--- config.mk ---
export PLATFORM = sky130hd
export DESIGN_NAME = clkTop
export DESIGN_NICKNAME = d
export VERILOG_FILES = /design/src/rtl/clkPkg.sv /design/src/rtl/clkDiagIf.sv /design/src/rtl/clkTop.sv /design/src/rtl/clkEboxSync.sv /design/src/rtl/clkRunCtl.sv /design/src/rtl/clkConfigRegs.sv /design/src/rtl/clkDiagPort.sv
export SDC_FILE = /design/constraint.sdc
export NUM_CORES = 1
export LEC_CHECK = 0
export BUFFER_PORTS_ARGS = -buffer_cell sky130_fd_sc_hd__buf_2
export CAP_MARGIN = 20
export CORE_ASPECT_RATIO = 1.2
export CORE_MARGIN = 4
export CORE_UTILIZATION = 54
export CTS_BUF_LIST = sky130_fd_sc_hd__clkbuf_2 sky130_fd_sc_hd__clkbuf_4 sky130_fd_sc_hd__clkbuf_8
export DETAILED_ROUTE_END_ITERATION = 8
export GPL_ROUTABILITY_DRIVEN = 0
export PLACE_DENSITY = 0.83
export SLEW_MARGIN = 30
export SYNTH_ARGS = -nofsm -noshare
export SYNTH_HDL_FRONTEND = slang
export SYNTH_SLANG_ARGS = --single-unit
--- constraint.sdc ---
create_clock -name MBOX_CLK -period 1.4 [get_ports MBOX_CLK]
set_input_delay 0.14 -clock MBOX_CLK [delete_from_list [all_inputs] [get_ports MBOX_CLK]]
set_output_delay 0.14 -clock MBOX_CLK [all_outputs]
set_load 0.01 [all_outputs]
--- src/rtl/clkPkg.sv ---
package clkPkg;

  // Diagnostic word layout
  localparam int diagSelW    = 3;
  localparam int diagDataW   = 4;
  localparam int readDataW   = 6;
  localparam int burstCountW = 8;
  localparam int rateSelW    = 2;
  localparam int timeFieldW  = 2;

  // Rate divider spans the slowest rate, 2**3 cycles
  localparam int divW = 3;

  // Function kind, decoded by the diagnostic port
  typedef enum logic [1:0] {
    funcCtl  = 2'd0,
    funcLoad = 2'd1,
    funcRead = 2'd2
  } diagFuncE;

  typedef logic [diagSelW-1:0]    diagSelT;
  typedef logic [diagDataW-1:0]   diagDataT;
  typedef logic [readDataW-1:0]   readDataT;
  typedef logic [burstCountW-1:0] burstCountT;
  typedef logic [rateSelW-1:0]    rateSelT;
  typedef logic [timeFieldW-1:0]  timeFieldT;

  // EBOX clock disables, MSB first as loaded from the data nibble
  typedef struct packed {
    logic crmDis;
    logic edpDis;
    logic ctlDis;
  } clkDisT;

  // Control function selects
  localparam diagSelT selStop       = 3'd0;
  localparam diagSelT selStart      = 3'd1;
  localparam diagSelT selSingleStep = 3'd2;
  localparam diagSelT selBurst      = 3'd5;

  // Load function selects
  localparam diagSelT selLdBurstLo = 3'd2;
  localparam diagSelT selLdBurstHi = 3'd3;
  localparam diagSelT selLdRate    = 3'd4;
  localparam diagSelT selLdDis     = 3'd5;

  // Read function selects, others read as zero
  localparam diagSelT selRdRun     = 3'd0;
  localparam diagSelT selRdBurstHi = 3'd1;
  localparam diagSelT selRdBurstLo = 3'd2;
  localparam diagSelT selRdDis     = 3'd3;

endpackage
--- src/rtl/clkDiagIf.sv ---
`timescale 1ns/100ps

// One decoded diagnostic transaction
interface clkDiagIf import clkPkg::*; ();

  // One-cycle strobes, at most one per transaction
  logic     ctlStrobe;
  logic     ldStrobe;

  // Select and data held from the request, decoded by each receiver
  diagSelT  sel;
  diagDataT data;

  modport port (
    output ctlStrobe,
    output ldStrobe,
    output sel,
    output data
  );

  modport sink (
    input ctlStrobe,
    input ldStrobe,
    input sel,
    input data
  );

endinterface

--- src/rtl/clkTop.sv ---
`timescale 1ns/100ps

module clkTop import clkPkg::*; (
  input  logic      MBOX_CLK,
  input  logic      CLK,
  // Diagnostic host port
  input  logic      diagReq,
  input  diagFuncE  diagFunc,
  input  diagSelT   diagSel,
  input  diagDataT  diagData,
  output logic      diagAck,
  output readDataT  diagReadData,
  // Microcode time field
  input  timeFieldT cramTime,
  // EBOX clocking
  output logic      eboxSync,
  output logic      eboxClk,
  output logic      crmClkEn,
  output logic      edpClkEn,
  output logic      ctlClkEn
);

  // Decoded diagnostic strobes
  clkDiagIf diagBus ();

  // Status and steering
  logic       tick;
  logic       go;
  logic       burstActive;
  burstCountT burstCount;
  rateSelT    rateSel;
  clkDisT     clkDis;

  clkDiagPort diagPort (
    .MBOX_CLK     (MBOX_CLK),
    .CLK          (CLK),
    .diagReq      (diagReq),
    .diagFunc     (diagFunc),
    .diagSel      (diagSel),
    .diagData     (diagData),
    .diagAck      (diagAck),
    .diagReadData (diagReadData),
    .diag         (diagBus.port),
    .go           (go),
    .burstActive  (burstActive),
    .rateSel      (rateSel),
    .burstCount   (burstCount),
    .clkDis       (clkDis)
  );

  clkConfigRegs configRegs (
    .MBOX_CLK (MBOX_CLK),
    .CLK      (CLK),
    .diag     (diagBus.sink),
    .rateSel  (rateSel),
    .clkDis   (clkDis)
  );

  // Run ticks from the divider, bursts and single steps
  clkRunCtl runCtl (
    .MBOX_CLK    (MBOX_CLK),
    .CLK         (CLK),
    .diag        (diagBus.sink),
    .rateSel     (rateSel),
    .tick        (tick),
    .go          (go),
    .burstActive (burstActive),
    .burstCount  (burstCount)
  );

  clkEboxSync eboxSyncBlk (
    .MBOX_CLK (MBOX_CLK),
    .CLK      (CLK),
    .tick     (tick),
    .cramTime (cramTime),
    .clkDis   (clkDis),
    .eboxSync (eboxSync),
    .eboxClk  (eboxClk),
    .crmClkEn (crmClkEn),
    .edpClkEn (edpClkEn),
    .ctlClkEn (ctlClkEn)
  );

endmodule

--- src/rtl/clkEboxSync.sv ---
`timescale 1ns/100ps

module clkEboxSync import clkPkg::*; (
  input  logic      MBOX_CLK,
  input  logic      CLK,
  input  logic      tick,
  input  timeFieldT cramTime,
  input  clkDisT    clkDis,
  output logic      eboxSync,
  output logic      eboxClk,
  output logic      crmClkEn,
  output logic      edpClkEn,
  output logic      ctlClkEn
);

  // Ticks seen so far in this EBOX cycle
  timeFieldT phase;

  // Last tick of the EBOX cycle
  assign eboxSync = tick && (phase == cramTime);

  always_ff @(posedge MBOX_CLK or posedge CLK) begin
    if (CLK) begin
      phase   <= '0;
      eboxClk <= 1'b0;
    end else begin
      // EBOX clock one cycle after sync
      eboxClk <= eboxSync;
      if (eboxSync) begin
        phase <= '0;
      end else if (tick) begin
        phase <= phase + 1'b1;
      end
    end
  end

  // Per-board enables, masked by the loaded disables
  assign crmClkEn = eboxClk && !clkDis.crmDis;
  assign edpClkEn = eboxClk && !clkDis.edpDis;
  assign ctlClkEn = eboxClk && !clkDis.ctlDis;

  // Back-to-back EBOX clocks only for one-tick EBOX cycles
  eboxClkSingle: assert property (
    @(posedge MBOX_CLK) disable iff (CLK)
    eboxClk && $past(eboxClk) |-> $past(cramTime) == '0
  ) else $error("eboxClk held high across a multi-tick EBOX cycle");

endmodule

--- src/rtl/clkRunCtl.sv ---
`timescale 1ns/100ps

module clkRunCtl import clkPkg::*; (
  input  logic       MBOX_CLK,
  input  logic       CLK,
  clkDiagIf.sink     diag,
  input  rateSelT    rateSel,
  output logic       tick,
  output logic       go,
  output logic       burstActive,
  output burstCountT burstCount
);

  logic [divW-1:0] divCnt;
  logic [divW-1:0] divMask;
  logic            divFire;
  logic            countZero;
  logic            burstRun;
  logic            runTick;
  logic            burstTick;
  logic            lastBurst;
  logic            startStrobe;
  logic            stopStrobe;
  logic            stepStrobe;
  logic            burstStrobe;

  // Control decode
  assign startStrobe = diag.ctlStrobe && (diag.sel == selStart);
  assign stopStrobe  = diag.ctlStrobe && (diag.sel == selStop);
  assign stepStrobe  = diag.ctlStrobe && (diag.sel == selSingleStep);
  assign burstStrobe = diag.ctlStrobe && (diag.sel == selBurst);

  // Free-running divider
  always_ff @(posedge MBOX_CLK or posedge CLK) begin
    if (CLK) begin
      divCnt <= '0;
    end else begin
      divCnt <= divCnt + 1'b1;
    end
  end

  // Low rateSel bits all ones, fires once per 2**rateSel cycles
  assign divMask = ~({divW{1'b1}} << rateSel);
  assign divFire = (divCnt & divMask) == divMask;

  assign countZero = (burstCount == '0);
  assign burstRun  = burstActive && !countZero;
  assign runTick   = divFire && (go || burstRun);
  assign burstTick = divFire && burstRun;
  assign lastBurst = burstTick && (burstCount == burstCountT'(1));

  always_ff @(posedge MBOX_CLK or posedge CLK) begin
    if (CLK) begin
      tick        <= 1'b0;
      go          <= 1'b0;
      burstActive <= 1'b0;
      burstCount  <= '0;
    end else begin
      // A single step ticks once, whatever the rate
      tick <= runTick || stepStrobe;

      if (stopStrobe) begin
        go <= 1'b0;
      end else if (startStrobe) begin
        go <= 1'b1;
      end

      // Stop wins, then the count running out
      if (stopStrobe) begin
        burstActive <= 1'b0;
      end else if (lastBurst || (burstActive && countZero)) begin
        burstActive <= 1'b0;
      end else if (burstStrobe && !countZero) begin
        burstActive <= 1'b1;
      end

      // Nibble loads override the countdown
      if (diag.ldStrobe && diag.sel == selLdBurstLo) begin
        burstCount[3:0] <= diag.data;
      end else if (diag.ldStrobe && diag.sel == selLdBurstHi) begin
        burstCount[7:4] <= diag.data;
      end else if (burstTick) begin
        burstCount <= burstCount - 1'b1;
      end
    end
  end

  noBurstWrap: assert property (
    @(posedge MBOX_CLK) disable iff (CLK)
    countZero |=> burstCount != '1
  ) else $error("burstCount wrapped from zero");

endmodule

--- src/rtl/clkConfigRegs.sv ---
`timescale 1ns/100ps

module clkConfigRegs import clkPkg::*; (
  input  logic    MBOX_CLK,
  input  logic    CLK,
  clkDiagIf.sink  diag,
  output rateSelT rateSel,
  output clkDisT  clkDis
);

  logic ldRate;
  logic ldDis;

  // Load decode, other selects belong to the run control
  assign ldRate = diag.ldStrobe && (diag.sel == selLdRate);
  assign ldDis  = diag.ldStrobe && (diag.sel == selLdDis);

  // Rate select steers the run divider
  always_ff @(posedge MBOX_CLK or posedge CLK) begin
    if (CLK) begin
      rateSel <= '0;
    end else if (ldRate) begin
      // Low two data bits
      rateSel <= diag.data[1:0];
    end
  end

  // EBOX clock disables steer the enable masks
  always_ff @(posedge MBOX_CLK or posedge CLK) begin
    if (CLK) begin
      clkDis <= '0;
    end else if (ldDis) begin
      // Bit 2 is CRM, bit 1 EDP, bit 0 CTL
      clkDis <= clkDisT'(diag.data[2:0]);
    end
  end

endmodule

--- src/rtl/clkDiagPort.sv ---
`timescale 1ns/100ps

module clkDiagPort import clkPkg::*; (
  input  logic       MBOX_CLK,
  input  logic       CLK,
  input  logic       diagReq,
  input  diagFuncE   diagFunc,
  input  diagSelT    diagSel,
  input  diagDataT   diagData,
  output logic       diagAck,
  output readDataT   diagReadData,
  clkDiagIf.port     diag,
  input  logic       go,
  input  logic       burstActive,
  input  rateSelT    rateSel,
  input  burstCountT burstCount,
  input  clkDisT     clkDis
);

  typedef enum logic [1:0] {
    stIdle,
    stStrobe,
    stAck
  } portStateE;

  portStateE state;

  // Request fields captured when the request is accepted
  diagFuncE  funcQ;
  diagSelT   selQ;
  diagDataT  dataQ;
  readDataT  readWord;

  // Handshake FSM
  always_ff @(posedge MBOX_CLK or posedge CLK) begin
    if (CLK) begin
      state        <= stIdle;
      diagAck      <= 1'b0;
      diagReadData <= '0;
    end else begin
      case (state)
        stIdle: begin
          if (diagReq) begin
            state <= stStrobe;
          end
        end
        // Strobe cycle, the function lands at this edge
        stStrobe: state <= stAck;
        stAck: begin
          if (!diagAck) begin
            if (diagReq) begin
              diagAck      <= 1'b1;
              diagReadData <= (funcQ == funcRead) ? readWord : '0;
            end else begin
              // Host gave up early
              state <= stIdle;
            end
          end else if (!diagReq) begin
            diagAck      <= 1'b0;
            diagReadData <= '0;
            state        <= stIdle;
          end
        end
        default: state <= stIdle;
      endcase
    end
  end

  always_ff @(posedge MBOX_CLK or posedge CLK) begin
    if (CLK) begin
      funcQ <= funcCtl;
      selQ  <= '0;
      dataQ <= '0;
    end else if (state == stIdle && diagReq) begin
      funcQ <= diagFunc;
      selQ  <= diagSel;
      dataQ <= diagData;
    end
  end

  // Only the function kind is decoded here
  assign diag.ctlStrobe = (state == stStrobe) && (funcQ == funcCtl);
  assign diag.ldStrobe  = (state == stStrobe) && (funcQ == funcLoad);
  assign diag.sel       = selQ;
  assign diag.data      = dataQ;

  // Status word mux
  always_comb begin
    case (selQ)
      selRdRun:     readWord = {go, burstActive, burstCount == '0, rateSel, 1'b0};
      selRdBurstHi: readWord = {2'b00, burstCount[7:4]};
      selRdBurstLo: readWord = {2'b00, burstCount[3:0]};
      selRdDis:     readWord = {3'b000, clkDis};
      default:      readWord = '0;
    endcase
  end

  // Ack only rises on a request still held by the host
  ackNeedsReq: assert property (
    @(posedge MBOX_CLK) disable iff (CLK)
    $rose(diagAck) |-> $past(diagReq)
  ) else $error("diagAck rose without diagReq");

endmodule

==> Word-level counts from Yosys, hierarchy flattened <==
Cells that the tools add are included.
{ "classes": {"addsub": 3, "eq_ne": 16, "n_shift": 1, "mux": 20, "n_bitwise": 3, "reduce_logical": 42} }
{ "ops": {"columns": ["cell", "count"], "rows": [
  ["$mux W6", 4],
  ["$pmux W6 S4", 1],
  ["$logic_and A1 B1 Y1", 21],
  ["$mux W4", 3],
  ["$reduce_bool A2 Y1", 5],
  ["$eq A8 B1 Y1 const B", 1],
  ["$logic_not A8 Y1", 1],
  ["$mux W2", 4],
  ["$mux W8", 1],
  ["$sub A8 B1 Y8 const B", 1],
  ["$eq A3 B2 Y1 const B", 2],
  ["$eq A3 B3 Y1 const B", 2],
  ["$mux W1", 6],
  ["$ne A2 B2 Y1 const B", 3],
  ["$pmux W2 S3", 1],
  ["$reduce_and A2 Y1", 3],
  ["$eq A2 B1 Y1 const B", 2],
  ["$eq A2 B2 Y1 const B", 2],
  ["$logic_not A1 Y1", 4],
  ["$logic_not A2 Y1", 2],
  ["$add A3 B1 Y3 const B", 1],
  ["$and A3 B3 Y3", 1],
  ["$eq A3 B1 Y1 const B", 1],
  ["$eq A3 B3 Y1", 1],
  ["other kinds (10)", 12]
]} }
{ "totals": {"regBits": 40, "out_inout_bits": 12, "elab_cells": 103} }

==> Logic depth before layout (Yosys ltp) <==
{ "depth": {"depth_word": 9, "ltp_mapped": 7, "ltp_nobuf": 7} }

==> By module <==
From an unflattened synthesis, not the netlist that was laid out.
{ "hier_totals": {"hier_cells": 195, "area_unflattened_um2": 2125.8} }
{ "modules_own_cells": {"columns": ["module", "instances", "cells_each", "area_each_um2"], "rows": [
  ["clkRunCtl", 1, 98, 888.4],
  ["clkDiagPort", 1, 66, 862.1],
  ["clkConfigRegs", 1, 13, 206.4],
  ["clkEboxSync", 1, 18, 168.9]
]} }

==> Least setup slack after synthesis <==
No wires, ideal clock.
{ "synth_path": {"path_type": "reg2reg", "startpoint": "register runCtl.burstCount[0]", "endpoint": "register runCtl.burstCount[1]", "arrival_ns": 1.506, "t_required_ns": 1.318, "slack_ns": -0.188, "stages_incl_launch_ff": 8, "n_path_buf": 0, "period_less_slack_ns": 1.588, "path_cell_list": "dfrtp_1 -> inv_1 -> ha_1 -> nand2b_1 -> nor4_4 -> nor3_2 -> a21o_1 -> o22ai_1"} }
{ "synth_between": {"elab_chain_len": 6} }
{ "synth_lines": {"columns": ["item", "line", "source"], "rows": [
  ["from (decl)", "clkRunCtl.sv:11", "output burstCountT burstCount"],
  ["from (signal assigned)", "clkRunCtl.sv:79", "burstCount[3:0] <= diag.data;"],
  ["from (signal assigned)", "clkRunCtl.sv:83", "burstCount <= burstCount - 1'b1;"],
  ["branches (longest 6 deep; another with $sub A8 B1 Y8)", null, null]
]} }
Several ways; the timed one is not identified. The select of a mux whose other input is x is not followed.
A chain may end at the register's enable or synchronous reset.

==> Worst setup path in the final report <==
{ "layout_path": {"startpoint": "register diagPort.state[1]", "endpoint": "register runCtl.burstActive"} }
{ "layout_between": {"elab_chain_len": 5} }
{ "layout_lines": {"columns": ["item", "line", "source"], "rows": [
  ["from (decl)", "clkDiagPort.sv:26", "portStateE state;"],
  ["from (signal assigned)", "clkDiagPort.sv:37", "state <= stIdle;"],
  ["from (signal assigned)", "clkDiagPort.sv:44", "state <= stStrobe;"],
  ["from (signal assigned)", "clkDiagPort.sv:48", "stStrobe: state <= stAck;"],
  ["$eq A2 B1 Y1 (*)", "clkDiagPort.sv:82", "assign diag.ctlStrobe = (state == stStrobe) && (funcQ == funcCtl);"],
  ["$logic_and A1 B1 Y1 (*)", "clkDiagPort.sv:82", null],
  ["$logic_and A1 B1 Y1", "clkRunCtl.sv:31", "assign burstStrobe = diag.ctlStrobe && (diag.sel == selBurst);"],
  ["$logic_and A1 B1 Y1", "clkRunCtl.sv:73", "end else if (burstStrobe && !countZero) begin"],
  ["$reduce_bool A3 Y1 (no source line)", null, null],
  ["to (signal assigned)", "clkRunCtl.sv:70", "burstActive <= 1'b0;"],
  ["to (signal assigned)", "clkRunCtl.sv:72", "burstActive <= 1'b0;"],
  ["to (signal assigned)", "clkRunCtl.sv:74", "burstActive <= 1'b1;"],
  ["to (decl)", "clkRunCtl.sv:10", "output logic burstActive,"]
]} }
Every way passes the cells marked *; elsewhere a longest branch is shown, timed or not.

==> run_results.csv <==
group,metric,value,unit
route,antenna_left,0,
synth,ys_ff_latch,40,
clock_tree,clkSlewWorstSetupHoldPaths,0.08,ns
critical_path,crit_type,"reg2reg",
route,drt_wl_total,8260,um
floorplan,core,3690,um2
floorplan,start_util,56.8,%
power,p_per_area,2160,nW/um2
critical_path,start_kind,"register",
grt,grt_pass1_wl,10700,um
cells_and_area,fin_cells,325,
synth,synth_flop_cell,"dfrtp_1",
synth,synth.distinct_cells,50,
floorplan,ios,26,
synth,synth_simple_gate_area_share,18.8,%
synth,synth_area_per_cell,11.0,um2
hold_path,hold_class,"in2reg",
synth,synth_adder_area_share,2.38,%
grt,grt_max_degree,41,
cells_and_area,layout_commonest_cell,"buf_4",
timing,period_share,123,%
timing,setup_viol,32,
timing,grt_setup_unrepaired,"yes",
timing,hold_viol,0,
cells_and_area,antenna_cells,0,
synth,yosysSeqAreaShare,47.7,%
cells_and_area,final_layout_size_suffix_gt1_share,57.1,%
place,place_ws,-0.298,ns
synth,syn-instance-count,191,
route,drt_first_pass_iters,5,
power,ir_worst_vdd,1230,uV
place,post-place-cells,304,
timing,fin_skew,0.0121,ns
grt,use_met1,31.0,%
critical_path,required,1.60,ns
timing,fmax,0.582,GHz
place,dp_hpwl,4090,um
floorplan,die_y,76.3,um
run_status,violations,"setup timing",
route,viasPerCell,6.70,
clock_tree,worstSkewPairLatency,0.30,ns
clock_tree,numCtsBuffers,5,
synth,async_flop_share,100,%
synth,synthesis.area,2100,um2
timing,maxSlewViolCount,0,
grt,grt_usage,28.5,%
synth,synth_fp_nets,209,
grt,grt_overflow,0,
run_status,status,"complete, but fails checks",
grt,grt_pass1_vias,2139,
clock_tree,cts_tree,"yes",
power,power_leakage,1.48,nW
critical_path,crit_path_end_kind,"register",
clock_tree,cts-htree-levels,2,
critical_path,cp.arrival,1.92,ns
cells_and_area,fin_nets,290,
grt,gr-usage-met2,49.2,%
run,max-cap-violations,0,
synth,synth_xor_area_share,2.09,%
timing,worstMarginPinSlew,0.511,ns
grt,grtUsageMet3,5.75,%
route,route.detailed.drc,0,
cells_and_area,area_delta_synth_final,50.7,%
synth,synth_mux_area_share,12.0,%
synth,synth_top_area_cell,"dfrtp_1",
timing,slew_headroom,65.9,%
clock_tree,cts.path.max_buffers,2,
cells_and_area,layout_common_cells,"44 x buf_4, 38 x dfrtp_1, 25 x buf_2",
timing,layout_setup_ws,-0.318,ns
grt,busiest_layer,"met2",
clock_tree,root_buffer,"clkbuf_8",
route,vias,2176,
timing,min_period,1.72,ns
cells_and_area,n_fill_cell,149,
critical_path,path_max_fanout,4,
synth,synth_top_family_by_area,"simple AND/OR/NAND/NOR gates",
synth,synth_warnings,0,
floorplan,dieArea,4950,um2
floorplan,die_x,64.9,um
synth,synth-compound-area-share,13.5,%
floorplan,num_rows,24,
grt,grt_antenna_before_repair,0,
synth,yosysTopAreaCellShare,47.7,%
timing,finalSetupTns,-4.73,ns
route,wl_per_cell,25.4,um
synth,synth.area.top_cells,"dfrtp_1 48%, mux2_2 7.5%, nor2b_1 2.7%",
place,io_buffers,25,
route,drt_iter0_drc,232,
synth,synth-edff-count,0,
clock_tree,clock_sinks,40,
## area by class of cell
type	count	area (um2)	share of cell area [%]
sequential	40	1000	31.7
tap	52	65.1	2.06
inverter	8	30.0	0.949
multi-input combinational	135	1370	43.2
clock buffer	8	97.6	3.09
timing repair buffer	82	601	19.0
## state kept, by name, summed over array words and instances (netlist names)
signal and flops:
eboxSyncBlk.eboxClk 1, diagPort.funcQ 2, configRegs.rateSel 2, diagPort.diag.sel 3, diagPort.diag.data 4, runCtl.burstActive 1
diagPort.diagReadData 6, runCtl.burstCount 8, runCtl.go 1, runCtl.tick 1, diagPort.state 2, configRegs.clkDis 3
diagPort.diagAck 1, runCtl.divCnt 3, eboxSyncBlk.phase 2
## final timing paths
check	from	depth (start not counted)	slack (ns)	endpoint
max	diagPort.state[1]	5	-0.32	runCtl.burstActive
min	diagFunc[0]	2	0.08	diagPort.funcQ[0]
max reg2reg	diagPort.state[1]	5	-0.32	runCtl.burstActive
min reg2reg	diagPort.diagReadData[2]	1	0.51	diagPort.diagReadData[2]
max in group asynchronous	CLK	4	0.44	diagPort.diag.sel[0]
min in group asynchronous	CLK	4	0.57	diagPort.diagReadData[1]
## power by group
group | switching (mW) | internal [mW]
clock network | 0.408 | 0.441
logic | 1.92 | 1.88
registers | 0.598 | 1.59
## kinds of logic after synthesis
| kind of cell | after synthesis |
|---|---|
| compound gates | 38 |
| xor+xnor | 5 |
| fa+ha+maj | 4 |
| buf+inv | 16 |
| flops | 40 |
| mux | 21 |
| simple gates | 67 |
## synth_stat cells, types with 2 or more instances
cell type,instances
dfrtp_1,40
o41ai_1,2
nor3_2,2
buf_2,5
mux2_2,14
nor4_1,3
nand2b_1,2
ha_1,4
nor3_1,5
a32o_1,2
or4_1,2
nor2_1,13
nor3b_1,3
a22oi_1,2
a21o_1,2
inv_1,8
a31oi_1,3
nand3_1,6
nor2b_1,9
a21oi_1,2
and3_1,3
o21ai_0,8
xnor2_1,2
xor2_1,3
mux4_2,2
a221o_1,3
a41oi_1,2
nand2_1,12
mux2i_1,5
a22o_1,2
## through the flow
| stage | utilization [%] | total power, mW | hold WS [ns] | cell area, um2 |
|---|---|---|---|---|
| floorplan | - | 3.53 | 0.257 | 2140 |
| global placement | 70.6 | 4.56 | 0.285 | 2610 |
| detailed placement | 70.6 | 4.67 | 0.289 | 2610 |
| CTS | 79.6 | 5.98 | 0.0713 | 2940 |
| global route | 85.6 | 7.11 | 0.0668 | 3160 |
| finish | 85.6 | 6.84 | 0.0801 | 3160 |
## worst max-delay path, stage by stage (launching register included)
cell	delay, ns
dfrtp_2	0.44
nor4_2	0.35
buf_4	0.19
a31oi_1	0.10
a211o_1	0.32
a41oi_2	0.21
## metal layers
layer,routed length (um),vias to the layer above
met3,815,55
met1,2920,1071
met2,3920,183
met5,0,-
met4,600,0
li1,-,867
## repair_timing
item / in CTS / in global routing
setup buffers: 6 / 7
pin swaps: 17 / 22
setup endpoints to repair: 29 / 32
gates cloned: 1 / 0
endpoints found under the hold margin: 40 / 0
resized for setup: 44 / 41
hold buffers: 1 / 0
Power figures use the tool's default switching activity.
